==> src/design/rename_reg_pkg.sv <==
// ====================
// Register space of the rename subsystem
// Physical file is twice the architectural file
// Architectural register 0 is renamed like any other
// ====================

package rename_reg_pkg;

  // ====================
  // Sizes
  // ====================

  // Architectural registers seen by the ISA
  parameter int unsigned ARCH_REG_NUM = 32;

  // Physical registers in the register file
  parameter int unsigned PHY_REG_NUM  = 64;

  // ====================
  // Index types
  // ====================

  // Architectural register index
  typedef logic [$clog2(ARCH_REG_NUM)-1:0] areg_t;

  // Physical register index
  typedef logic [$clog2(PHY_REG_NUM)-1:0]  preg_t;

endpackage : rename_reg_pkg
==> src/design/free_list_pkg.sv <==
// ====================
// Free list storage types
// Depth covers every register not held by the map table
// Pointers wrap on their own, so depth must be a power of two
// ====================

package free_list_pkg;

  import rename_reg_pkg::*;

  // ====================
  // Sizes
  // ====================

  // Most free registers that can exist at one time
  parameter int unsigned FL_DEPTH = PHY_REG_NUM - ARCH_REG_NUM;

  // ====================
  // Types
  // ====================

  // Circular head or tail pointer
  typedef logic [$clog2(FL_DEPTH)-1:0]   fl_ptr_t;

  // Entry count, 0 up to FL_DEPTH inclusive
  typedef logic [$clog2(FL_DEPTH+1)-1:0] fl_cnt_t;

  // Whole list contents, entry 0 in the low bits
  typedef preg_t [FL_DEPTH-1:0]          fl_mem_t;

endpackage : free_list_pkg

==> src/design/rename_unit.sv <==
// ====================
// Register rename top level
// Rename outputs are combinational, valid while rn_ready_o is high
// Commits have no back-pressure and must name committed mappings
// Flush restores the full committed state, no partial recovery
// ====================

`timescale 1ns/10ps

module rename_unit
  import rename_reg_pkg::*;
  import free_list_pkg::*;
#(
  parameter int unsigned RENAME_WIDTH = 2,
  parameter int unsigned COMMIT_WIDTH = 2
) (
  input  logic                            clk,
  input  logic                            rst_n,
  input  logic                            flush_i,
  // Rename group
  input  logic [RENAME_WIDTH-1:0]         rn_valid_i,
  input  areg_t [RENAME_WIDTH-1:0]        rn_src1_i,
  input  areg_t [RENAME_WIDTH-1:0]        rn_src2_i,
  input  areg_t [RENAME_WIDTH-1:0]        rn_dst_i,
  output logic                            rn_ready_o,
  output preg_t [RENAME_WIDTH-1:0]        rn_src1_preg_o,
  output preg_t [RENAME_WIDTH-1:0]        rn_src2_preg_o,
  output preg_t [RENAME_WIDTH-1:0]        rn_dst_preg_o,
  output preg_t [RENAME_WIDTH-1:0]        rn_old_preg_o,
  // Commit group
  input  logic [COMMIT_WIDTH-1:0]         cm_valid_i,
  input  areg_t [COMMIT_WIDTH-1:0]        cm_dst_i,
  input  preg_t [COMMIT_WIDTH-1:0]        cm_preg_i,
  output fl_cnt_t                         free_cnt_o
);

  // Commit side to speculative side
  preg_t [COMMIT_WIDTH-1:0] freed_preg;
  preg_t [ARCH_REG_NUM-1:0] arch_map_next;
  fl_mem_t                  arch_fl_next;
  fl_ptr_t                  arch_head_next;
  fl_cnt_t                  arch_cnt_next;

  // Free list to map table
  preg_t [RENAME_WIDTH-1:0] alloc_preg;
  logic                     rn_ready;

  // ====================
  // Committed copy
  // ====================

  arch_map_table #(.COMMIT_WIDTH(COMMIT_WIDTH)) u_arch_map_table (
    .clk             (clk),
    .rst_n           (rst_n),
    .cm_valid_i      (cm_valid_i),
    .cm_dst_i        (cm_dst_i),
    .cm_preg_i       (cm_preg_i),
    .freed_preg_o    (freed_preg),
    .arch_map_next_o (arch_map_next)
  );

  arch_free_list #(.COMMIT_WIDTH(COMMIT_WIDTH)) u_arch_free_list (
    .clk              (clk),
    .rst_n            (rst_n),
    .cm_valid_i       (cm_valid_i),
    .freed_preg_i     (freed_preg),
    .arch_fl_next_o   (arch_fl_next),
    .arch_head_next_o (arch_head_next),
    .arch_cnt_next_o  (arch_cnt_next)
  );

  // ====================
  // Speculative copy
  // ====================

  spec_free_list #(
    .RENAME_WIDTH (RENAME_WIDTH),
    .COMMIT_WIDTH (COMMIT_WIDTH)
  ) u_spec_free_list (
    .clk              (clk),
    .rst_n            (rst_n),
    .flush_i          (flush_i),
    .rn_valid_i       (rn_valid_i),
    .cm_valid_i       (cm_valid_i),
    .freed_preg_i     (freed_preg),
    .arch_fl_next_i   (arch_fl_next),
    .arch_head_next_i (arch_head_next),
    .arch_cnt_next_i  (arch_cnt_next),
    .alloc_preg_o     (alloc_preg),
    .rn_ready_o       (rn_ready),
    .free_cnt_o       (free_cnt_o)
  );

  spec_map_table #(.RENAME_WIDTH(RENAME_WIDTH)) u_spec_map_table (
    .clk             (clk),
    .rst_n           (rst_n),
    .flush_i         (flush_i),
    .rn_valid_i      (rn_valid_i),
    .rn_ready_i      (rn_ready),
    .rn_src1_i       (rn_src1_i),
    .rn_src2_i       (rn_src2_i),
    .rn_dst_i        (rn_dst_i),
    .alloc_preg_i    (alloc_preg),
    .arch_map_next_i (arch_map_next),
    .rn_src1_preg_o  (rn_src1_preg_o),
    .rn_src2_preg_o  (rn_src2_preg_o),
    .rn_old_preg_o   (rn_old_preg_o)
  );

  // New destinations come straight from the free list
  assign rn_dst_preg_o = alloc_preg;
  assign rn_ready_o    = rn_ready;

endmodule : rename_unit

==> src/design/spec_map_table.sv <==
// ====================
// Speculative map table
// Lookups bypass from earlier lanes of the same group
// Written only when the whole group fires
// Flush loads the committed next-state table
// ====================

`timescale 1ns/10ps

module spec_map_table
  import rename_reg_pkg::*;
#(
  parameter int unsigned RENAME_WIDTH = 2
) (
  input  logic                            clk,
  input  logic                            rst_n,
  input  logic                            flush_i,
  input  logic [RENAME_WIDTH-1:0]         rn_valid_i,
  input  logic                            rn_ready_i,
  input  areg_t [RENAME_WIDTH-1:0]        rn_src1_i,
  input  areg_t [RENAME_WIDTH-1:0]        rn_src2_i,
  input  areg_t [RENAME_WIDTH-1:0]        rn_dst_i,
  input  preg_t [RENAME_WIDTH-1:0]        alloc_preg_i,
  input  preg_t [ARCH_REG_NUM-1:0]        arch_map_next_i,
  output preg_t [RENAME_WIDTH-1:0]        rn_src1_preg_o,
  output preg_t [RENAME_WIDTH-1:0]        rn_src2_preg_o,
  output preg_t [RENAME_WIDTH-1:0]        rn_old_preg_o
);

  preg_t [ARCH_REG_NUM-1:0] map_q;
  preg_t [ARCH_REG_NUM-1:0] map_wr;

  logic fire;

  // Table read, then newest earlier lane writing the same register
  function automatic preg_t lookup(areg_t r, int unsigned lane);
    preg_t p;
    p = map_q[r];
    for (int unsigned j = 0; j < lane; j++) begin
      if (rn_valid_i[j] && (rn_dst_i[j] == r)) begin
        p = alloc_preg_i[j];
      end
    end
    return p;
  endfunction

  // ====================
  // Lookup
  // ====================

  always_comb begin
    for (int unsigned i = 0; i < RENAME_WIDTH; i++) begin
      rn_src1_preg_o[i] = lookup(rn_src1_i[i], i);
      rn_src2_preg_o[i] = lookup(rn_src2_i[i], i);
      // Old mapping goes to the reorder buffer
      rn_old_preg_o[i]  = lookup(rn_dst_i[i], i);
    end
  end

  // ====================
  // Update
  // ====================

  // Same firing rule as the free list
  assign fire = rn_ready_i && (|rn_valid_i);

  always_comb begin
    map_wr = map_q;
    // Lane order, last write wins
    for (int unsigned i = 0; i < RENAME_WIDTH; i++) begin
      if (rn_valid_i[i]) begin
        map_wr[rn_dst_i[i]] = alloc_preg_i[i];
      end
    end
  end

  always_ff @(posedge clk or negedge rst_n) begin
    if (!rst_n) begin
      for (int unsigned a = 0; a < ARCH_REG_NUM; a++) begin
        map_q[a] <= preg_t'(a);
      end
    end else if (flush_i) begin
      map_q <= arch_map_next_i;
    end else if (fire) begin
      map_q <= map_wr;
    end
  end

endmodule : spec_map_table

==> src/design/arch_map_table.sv <==
// ====================
// Committed map table
// Lanes apply in order, later lanes win on the same register
// Yields the replaced register of each lane for freeing
// ====================

`timescale 1ns/10ps

module arch_map_table
  import rename_reg_pkg::*;
#(
  parameter int unsigned COMMIT_WIDTH = 2
) (
  input  logic                            clk,
  input  logic                            rst_n,
  input  logic [COMMIT_WIDTH-1:0]         cm_valid_i,
  input  areg_t [COMMIT_WIDTH-1:0]        cm_dst_i,
  input  preg_t [COMMIT_WIDTH-1:0]        cm_preg_i,
  output preg_t [COMMIT_WIDTH-1:0]        freed_preg_o,
  output preg_t [ARCH_REG_NUM-1:0]        arch_map_next_o
);

  preg_t [ARCH_REG_NUM-1:0] map_q;
  preg_t [ARCH_REG_NUM-1:0] map_d;

  // ====================
  // Commit walk
  // ====================

  always_comb begin
    map_d = map_q;
    for (int unsigned i = 0; i < COMMIT_WIDTH; i++) begin
      // Mapping before this lane, earlier lanes already applied
      freed_preg_o[i] = map_d[cm_dst_i[i]];
      if (cm_valid_i[i]) begin
        map_d[cm_dst_i[i]] = cm_preg_i[i];
      end
    end
  end

  // Flush restore source
  assign arch_map_next_o = map_d;

  // ====================
  // State
  // ====================

  always_ff @(posedge clk or negedge rst_n) begin
    if (!rst_n) begin
      // Identity mapping out of reset
      for (int unsigned a = 0; a < ARCH_REG_NUM; a++) begin
        map_q[a] <= preg_t'(a);
      end
    end else begin
      map_q <= map_d;
    end
  end

endmodule : arch_map_table

==> src/design/spec_free_list.sv <==
// ====================
// Speculative free list
// A rename group is taken whole or not at all
// Flush wins over rename and loads the committed next state
// Freed registers are allocatable one cycle after commit
// ====================

`timescale 1ns/10ps

module spec_free_list
  import rename_reg_pkg::*;
  import free_list_pkg::*;
#(
  parameter int unsigned RENAME_WIDTH = 2,
  parameter int unsigned COMMIT_WIDTH = 2
) (
  input  logic                           clk,
  input  logic                           rst_n,
  input  logic                           flush_i,
  input  logic [RENAME_WIDTH-1:0]        rn_valid_i,
  input  logic [COMMIT_WIDTH-1:0]        cm_valid_i,
  input  preg_t [COMMIT_WIDTH-1:0]       freed_preg_i,
  input  fl_mem_t                        arch_fl_next_i,
  input  fl_ptr_t                        arch_head_next_i,
  input  fl_cnt_t                        arch_cnt_next_i,
  output preg_t [RENAME_WIDTH-1:0]       alloc_preg_o,
  output logic                           rn_ready_o,
  output fl_cnt_t                        free_cnt_o
);

  fl_mem_t fl_q;
  fl_ptr_t head_q;
  fl_ptr_t tail_q;
  fl_cnt_t cnt_q;

  // Lane counts
  fl_cnt_t n_rename;
  fl_cnt_t n_free;
  fl_cnt_t n_alloc;

  // Read and write walk pointers
  fl_ptr_t rd_ptr;
  fl_ptr_t wr_ptr;
  fl_mem_t fl_wr;

  logic    fire;

  // ====================
  // Allocation
  // ====================

  always_comb begin
    rd_ptr   = head_q;
    n_rename = '0;
    for (int unsigned i = 0; i < RENAME_WIDTH; i++) begin
      // Idle lanes see the next entry but do not consume it
      alloc_preg_o[i] = fl_q[rd_ptr];
      if (rn_valid_i[i]) begin
        rd_ptr   = rd_ptr + fl_ptr_t'(1);
        n_rename = n_rename + fl_cnt_t'(1);
      end
    end
  end

  // Enough entries for every valid lane
  assign rn_ready_o = (cnt_q >= n_rename);
  assign fire       = rn_ready_o && (|rn_valid_i);
  assign n_alloc    = fire ? n_rename : '0;
  assign free_cnt_o = cnt_q;

  // ====================
  // Frees from commit
  // ====================

  always_comb begin
    fl_wr  = fl_q;
    wr_ptr = tail_q;
    n_free = '0;
    for (int unsigned i = 0; i < COMMIT_WIDTH; i++) begin
      if (cm_valid_i[i]) begin
        fl_wr[wr_ptr] = freed_preg_i[i];
        wr_ptr        = wr_ptr + fl_ptr_t'(1);
        n_free        = n_free + fl_cnt_t'(1);
      end
    end
  end

  // ====================
  // State
  // ====================

  always_ff @(posedge clk or negedge rst_n) begin
    if (!rst_n) begin
      for (int unsigned i = 0; i < FL_DEPTH; i++) begin
        fl_q[i] <= preg_t'(ARCH_REG_NUM + i);
      end
      head_q <= '0;
      tail_q <= '0;
      cnt_q  <= fl_cnt_t'(FL_DEPTH);
    end else if (flush_i) begin
      // Copy committed state, same-cycle commits included
      fl_q   <= arch_fl_next_i;
      head_q <= arch_head_next_i;
      tail_q <= arch_head_next_i + fl_ptr_t'(arch_cnt_next_i);
      cnt_q  <= arch_cnt_next_i;
    end else begin
      fl_q   <= fl_wr;
      head_q <= fire ? rd_ptr : head_q;
      tail_q <= wr_ptr;
      cnt_q  <= cnt_q + n_free - n_alloc;
    end
  end

endmodule : spec_free_list

==> src/design/arch_free_list.sv <==
// ====================
// Committed free list
// Commits never stall, every valid lane is applied
// Next state is exposed for a same-cycle flush restore
// ====================

`timescale 1ns/10ps

module arch_free_list
  import rename_reg_pkg::*;
  import free_list_pkg::*;
#(
  parameter int unsigned COMMIT_WIDTH = 2
) (
  input  logic                           clk,
  input  logic                           rst_n,
  input  logic [COMMIT_WIDTH-1:0]        cm_valid_i,
  input  preg_t [COMMIT_WIDTH-1:0]       freed_preg_i,
  output fl_mem_t                        arch_fl_next_o,
  output fl_ptr_t                        arch_head_next_o,
  output fl_cnt_t                        arch_cnt_next_o
);

  // Current committed state
  fl_mem_t fl_q;
  fl_ptr_t head_q;
  fl_ptr_t tail_q;

  // Next state
  fl_mem_t fl_d;
  fl_ptr_t head_d;
  fl_ptr_t tail_d;

  // Valid commit lanes this cycle
  fl_cnt_t n_commit;

  // ====================
  // Next state
  // ====================

  always_comb begin
    fl_d     = fl_q;
    tail_d   = tail_q;
    n_commit = '0;
    for (int unsigned i = 0; i < COMMIT_WIDTH; i++) begin
      if (cm_valid_i[i]) begin
        // Old mapping goes back at the tail, lane order
        fl_d[tail_d] = freed_preg_i[i];
        tail_d       = tail_d + fl_ptr_t'(1);
        n_commit     = n_commit + fl_cnt_t'(1);
      end
    end
    // Each commit also retires the register it took at rename
    head_d = head_q + fl_ptr_t'(n_commit);
  end

  assign arch_fl_next_o   = fl_d;
  assign arch_head_next_o = head_d;
  // One free in and one retire out per commit, so the list stays full
  assign arch_cnt_next_o  = fl_cnt_t'(FL_DEPTH);

  // ====================
  // State
  // ====================

  always_ff @(posedge clk or negedge rst_n) begin
    if (!rst_n) begin
      // Registers above the architectural range start free
      for (int unsigned i = 0; i < FL_DEPTH; i++) begin
        fl_q[i] <= preg_t'(ARCH_REG_NUM + i);
      end
      head_q <= '0;
      tail_q <= '0;
    end else begin
      fl_q   <= fl_d;
      head_q <= head_d;
      tail_q <= tail_d;
    end
  end

endmodule : arch_free_list

==> config.mk <==
export PLATFORM = sky130hd
export DESIGN_NAME = rename_unit
export DESIGN_NICKNAME = d
export VERILOG_FILES = /design/src/design/rename_reg_pkg.sv /design/src/design/free_list_pkg.sv /design/src/design/rename_unit.sv /design/src/design/spec_map_table.sv /design/src/design/arch_map_table.sv /design/src/design/spec_free_list.sv /design/src/design/arch_free_list.sv
export SDC_FILE = /design/constraint.sdc
export NUM_CORES = 2
export LEC_CHECK = 0
export BUFFER_PORTS_ARGS = -buffer_cell sky130_fd_sc_hd__buf_4
export CAP_MARGIN = 10
export CORE_MARGIN = 1.5
export CORE_UTILIZATION = 45
export DETAILED_ROUTE_END_ITERATION = 8
export PLACE_DENSITY = 0.68
export SYNTH_ARGS = -nofsm -noshare
export SYNTH_HDL_FRONTEND = slang
export SYNTH_SLANG_ARGS = --single-unit
==> constraint.sdc <==
create_clock -name clk -period 3.94 [get_ports clk]
set_input_delay 0.197 -clock clk [delete_from_list [all_inputs] [get_ports clk]]
set_output_delay 0.197 -clock clk [all_outputs]
set_load 0.03 [all_outputs]
# Yosys cells after proc, flatten, opt, wreduce, memory -nomap -nowiden

Index checks and enable logic that the tools add are counted.

Flip-flop bits (word level): 794
Word-level logic and storage cells: 257
Input bits: 59
Output and inout port bits: 55

Equal/unequal tests: 3
Reduce and logical (&&, ||, !) cells: 14
Add/sub/neg operators: 11
Muxes and demuxes: 73
Magnitude comparators: 23

Operators by type and width:

| cell                                                               | number |
|---|---|
| 2-to-1 mux 192 bit                                                 | 11 |
| bitwise mux 192 bit                                                | 8 |
| binary-select mux 6 bit (select 5 bit)                             | 10 |
| demux 6 bit (select 5 bit)                                         | 8 |
| 2-to-1 mux 6 bit                                                   | 25 |
| < comparator 5 x 6 -> 1 bit (second input constant)                | 14 |
| 2-to-1 mux 5 bit                                                   | 9 |
| greater-or-equal comparator 5 x 1 -> 1 bit (second input constant) | 8 |
| adder 5 x 1 -> 5 bit (second input constant)                       | 6 |
| == test 5 bit                                                      | 3 |
| logical AND 1 bit                                                  | 12 |
| adder 6 bit                                                        | 1 |
| greater-or-equal comparator 6 bit                                  | 1 |
| subtractor 6 bit                                                   | 1 |
| adder 5 bit                                                        | 1 |
| adder 1 x 1 -> 2 bit (second input constant)                       | 2 |
| 2-to-1 mux 1 bit                                                   | 2 |
| nonzero test 2 bit                                                 | 1 |
| OR reduction 2 bit                                                 | 1 |

# Longest topological paths before layout

Word-level depth: 11
Gate-level depth with buffers: 21
Mapped depth without buffers: 18

# Cells and area by module

From an unflattened synthesis, not the netlist that was laid out.

Cell total of the unflattened synthesis: 6278
Area total of the unflattened synthesis: 62326.0 um^2

Modules (own cells, without submodules):

| module         | times used | cells an instance | sequential area each (um^2) | area each (um^2) |
|---|---|---|---|---|
| spec_map_table | 1          | 2038              | 4904.7                      | 21403.0 |
| spec_free_list | 1          | 1956              | 5346.4                      | 16099.2 |
| arch_map_table | 1          | 1485              | 4904.7                      | 13475.4 |
| arch_free_list | 1          | 799               | 5195.0                      | 11348.4 |

# Least setup slack after synthesis

OpenSTA, ideal clock, no wires.

Path type: input -> register
From: input rn_valid_i[1]
To: register u_spec_free_list.cnt_q[4] (netlist: u_spec_free_list.free_cnt_o[4])
Cell stages on the path: 20
Path buffers: 3
Slack: -0.449 ns
Setup time: 0.132 ns
Data required time: 3.808 ns
Data arrival time: 4.257 ns
Path through: clkbuf_1 -> inv_1 -> ha_1 -> ha_1 -> o21ai_0 -> and3b_1 -> o21ai_0 -> nor2b_1 -> clkbuf_1 -> clkbuf_1 -> and2_1 -> ha_1 -> inv_1 -> ha_1 -> fa_1 -> a21oi_1 -> nor2_1 -> nor2_1 -> xor2_1 -> nor2_1

Longest elaborated chain between the ends: 6
Elaborated cells on any way between the ends: 7
Those cells by class: 1 x add/sub; 1 x order compare; 3 x mux; 2 x reduce/logical

Ends and longest elaborated chain:

| element                           | RTL line              | source |
|---|---|---|
| from (decl)                       | rename_unit.sv:21     | `input logic [RENAME_WIDTH-1:0] rn_valid_i,` |
| 2-to-1 mux 6 bit                  | spec_free_list.sv:58  | `if (rn_valid_i[i]) begin` |
| greater-or-equal comparator 6 bit | spec_free_list.sv:66  | `assign rn_ready_o = (cnt_q >= n_rename);` |
| via rn_ready_o                    | rename_unit.sv:25     | `output logic rn_ready_o,` |
| logical AND 1 bit                 | spec_free_list.sv:67  | `assign fire = rn_ready_o && (\|rn_valid_i);` |
| 2-to-1 mux 6 bit                  | spec_free_list.sv:68  | `assign n_alloc = fire ? n_rename : '0;` |
| subtractor 6 bit                  | spec_free_list.sv:110 | `cnt_q <= cnt_q + n_free - n_alloc;` |
| 2-to-1 mux 6 bit                  | spec_free_list.sv:100 | `end else if (flush_i) begin` |
| to (signal assigned)              | spec_free_list.sv:99  | `cnt_q <= fl_cnt_t'(FL_DEPTH);` |
| to (signal assigned)              | spec_free_list.sv:105 | `cnt_q <= arch_cnt_next_i;` |
| to (signal assigned)              | spec_free_list.sv:110 |  |
| to (decl)                         | spec_free_list.sv:34  | `fl_cnt_t cnt_q;` |

The timed path passes the listed nets, and every way through them passes these cells.
A chain may end at the register's enable or synchronous reset.

==> run metrics <==
Logic pwr share=0.553; Mapped Area=approximately 0.057 mm2; PD cells=~850 mW/mm2; RSZ-0062 raised after global routing=true; Congestion Overflow GR=0; design area=between 0.06 and 0.07 mm2; CP Data Required Time=roughly 3.7 ns; synthesized instance count=5633; initial drt markers=between 10000 and 15000; Hold Path Class=in -> async; CORE AREA=about 0.13 mm2; layout cells sized above 1=0.306; endpoints failing setup=2; # IOs=roughly 110; clock buffer depth=3; die height=359 um; sequential group share of total power=0.279; FF+latch count, synth=between 700 and 800; Crit Path Max Fanout=24; area leader, netlist=mux4_2; Reg2Reg Depth=10; DRC errors left=0; global-route wire length before repair=roughly 410000 um; TritonCTS Buffers=93; most frequent cells in the layout=nor2_1 (667), buf_4 (554), mux4_2 (489), nand2_1 (444), dfrtp_1 (407); routed vias=around 57000; setup TNS=-0.0686 ns; H-tree depth=3; switching power=approximately 26 mW; Max IR drop VDD=roughly 1.2 mV; Net Sw Frac=0.462; initial core utilization=0.454; Setup CP Type=reg -> out; max capacitance violation total=0; number of core rows=130; clock skew=slightly below 0.05 ns; status=finished with violations; dpl cells=~7300; Die Wd=359 um; Post-DP Area=roughly 0.062 mm2; maximum clock frequency=approximately 250 MHz; met2 Use GR=0.630; Slew Limit Fails=0; gr busiest metal=met2; Final nets=~6000; top_reg_cell synth=dfrtp_1; Reg-to-Reg End=u_spec_map_table.map_q[59]; ranking of synthesized cells by area=mux4_2 (19%), dfrtp_1 (18%), dfstp_2 (18%); reg-to-reg startpoint=u_spec_free_list.head_q[0]; Slew @ Worst Pin=roughly 1.4 ns; Clk Latency, worst-skew pair=around 0.77 ns; syn nets=about 5700; register area share after synthesis=0.357; Syn Area/Cell=around 10 um2; P_int=around 30 mW; crit path DAT=about 3.8 ns; final WL=around 290000 um; met3 usage in global routing=0.172; Antenna Nets Post-Route=0; DRT Pass-1 Iters=9; final hold vios=0; top-area cell type share of the netlist area=0.193; multi-input combinational cell area=0.0345 mm2; Unique masters post-synth=85; post-route worst setup slack=-0.0599 ns; Port Buf Inserts=113; total global-route track usage=0.442; register area=between 0.02 and 0.025 mm2; share of synthesized registers carrying an async set or reset=1.00; clock network fraction of total power=0.168; hpwl dp=approximately 200000 um; startpoint types=flip-flop; flop-to-flop setup slack=around 0.37 ns; failing checks=negative setup slack; Setup crit end kind=output pin; CTS Root Cell=clkbuf_16; Post-synth EDFFs=0; most common library cell in the layout ignoring fill and taps=nor2_1; Tcrit/Tclk final=1.02; Cell Count, Final, Fillers Out=about 7500; met1 usage=0.527; GPL Wtd Cong=between 1 and 1.5; largest net degree at the start of global routing=~150; area of the die=roughly 0.13 mm2; Fill cells=around 11000; clock slew at the register clock pins of the worst setup and hold paths=0.06 ns; Via density=7.57; Max-Slew Margin vs Limit=0.0938; TritonCTS clock tree=done; post-layout minimum cycle time=roughly 4 ns; TritonCTS Sinks=approximately 790; routed len/inst=just under 40 um; Area Overhead vs Synth=16.3%; yosys warns=0; LEAKAGE=about 25 nW; initial antenna violation count=16; vias in the first global route=53400
==> what timing repair did <==
item	CTS	global route
gates resized for setup	12	1
hold buffers	9	0
cloned	6	0
endpoints found under the hold margin	90	0
setup endpoints to repair	20	6
setup buffers	12	5
pin swaps	1	0
==> worst max path at each step <==
stage / depth (start not counted) / slack [ns] / start / to
after floorplan: 20 / 0.01 / rn_valid_i[1] / u_spec_free_list.free_cnt_o[4]
after global placement: 11 / 0.08 / cm_valid_i[0] / u_spec_free_list.fl_q[91]
final: 10 / -0.06 / u_spec_free_list.head_q[0] / rn_dst_preg_o[11]
after CTS: 7 / 0.02 / u_spec_free_list.head_q[0] / rn_old_preg_o[8]
after detailed placement: 11 / 0.09 / cm_valid_i[0] / u_spec_free_list.fl_q[91]
after global routing: 10 / -0.05 / u_spec_free_list.head_q[0] / rn_dst_preg_o[11]
==> logic make-up after synthesis <==
kind of cell | count (synthesis) | share of synthesized area
compound gates | 1889 | 0.232
xor+xnor | 52 | 0.00799
fa+ha+maj | 37 | 0.00852
buf+inv | 637 | 0.0436
flops | 794 | 0.357
mux | 703 | 0.232
simple gates | 1521 | 0.118
==> registers in the layout, indices dropped and copies added (netlist names) <==
name / flops
u_arch_free_list.fl_q: 192
u_arch_free_list.head_q: 5
u_arch_free_list.tail_q: 5
u_arch_map_table.map_q: 192
u_spec_free_list.fl_q: 192
u_spec_free_list.free_cnt_o: 6
u_spec_free_list.head_q: 5
u_spec_free_list.tail_q: 5
u_spec_map_table.map_q: 192
==> critical path, stage by stage, from the launching register on <==
cell and delay (ns):
dfrtp_4 0.55, ha_1 0.36, mux2i_4 0.19, inv_2 0.10
buf_12 0.18, mux4_2 0.49, mux4_2 0.54, mux2i_4 0.21
buf_12 0.17, inv_1 0.04, buf_4 0.16
==> power by group through the flow <==
stage,Sequential [mW],Clock [mW],Combinational [mW]
floorplan,13.7,0,15.6
global route,15.8,9.83,31.6
CTS,15.4,9.50,29.3
finish,15.7,9.47,31.2
detailed placement,15.4,0,27.1
global placement,15.3,0,26.9
==> cells in the mapped netlist, types with 10 or more instances <==
library cell    n
and3b_1        10
clkbuf_1      435
o211ai_1      169
dfrtp_1       409
dfstp_2       385
nor3_1         56
a221o_1        69
o22ai_1        49
and3_1         26
mux4_2        489
nand3b_1       18
nand3_1        99
xnor2_1        35
o21a_1         12
a22oi_1       255
inv_1          54
a2bb2oi_1      70
nand2b_1       39
and2_1         17
nor2_1        668
xor2_1         17
mux2_2         71
a31oi_1        65
nand4_1        39
a2111oi_0      18
o21ai_0       301
a211oi_1      140
nor2b_1        29
nand2_1       444
a21oi_1       323
buf_1          73
buf_2          70
a211o_1        71
a21o_1         39
mux2i_1       143
ha_1           34
o221ai_1      205
a32oi_1        15
==> routing by layer <==
layer  share of wire  wire (um)
met5         0.00070        203
met1            0.34      97200
met3            0.14      41300
met4            0.11      31900
met2            0.41     119000
==> through the flow <==
stage / worst slack [ns] / hold WS (ns) / total power [mW] / util
final: -0.0599 / 0.0182 / 56.3 / 0.528
after global placement: 0.0806 / 0.254 / 42.2 / 0.497
after CTS: 0.0213 / 0.000274 / 54.2 / 0.527
after floorplan: 0.0133 / -0.0986 / 29.3 / -
after detailed placement: 0.0914 / 0.256 / 42.5 / 0.497
after global routing: -0.0531 / 0.0353 / 57.2 / 0.528
==> area by class of cell <==
| type | instances | area share |
|---|---|---|
| antenna | 10 | 0.000377 |
| clock buffer | 138 | 0.0411 |
| clock inverter | 38 | 0.00855 |
| inverter | 56 | 0.00321 |
| multi-input combinational | 4202 | 0.520 |
| sequential | 794 | 0.307 |
| tap | 1650 | 0.0311 |
| timing repair buffer | 642 | 0.0887 |
Note: power is estimated with default switching activity, not from simulation.
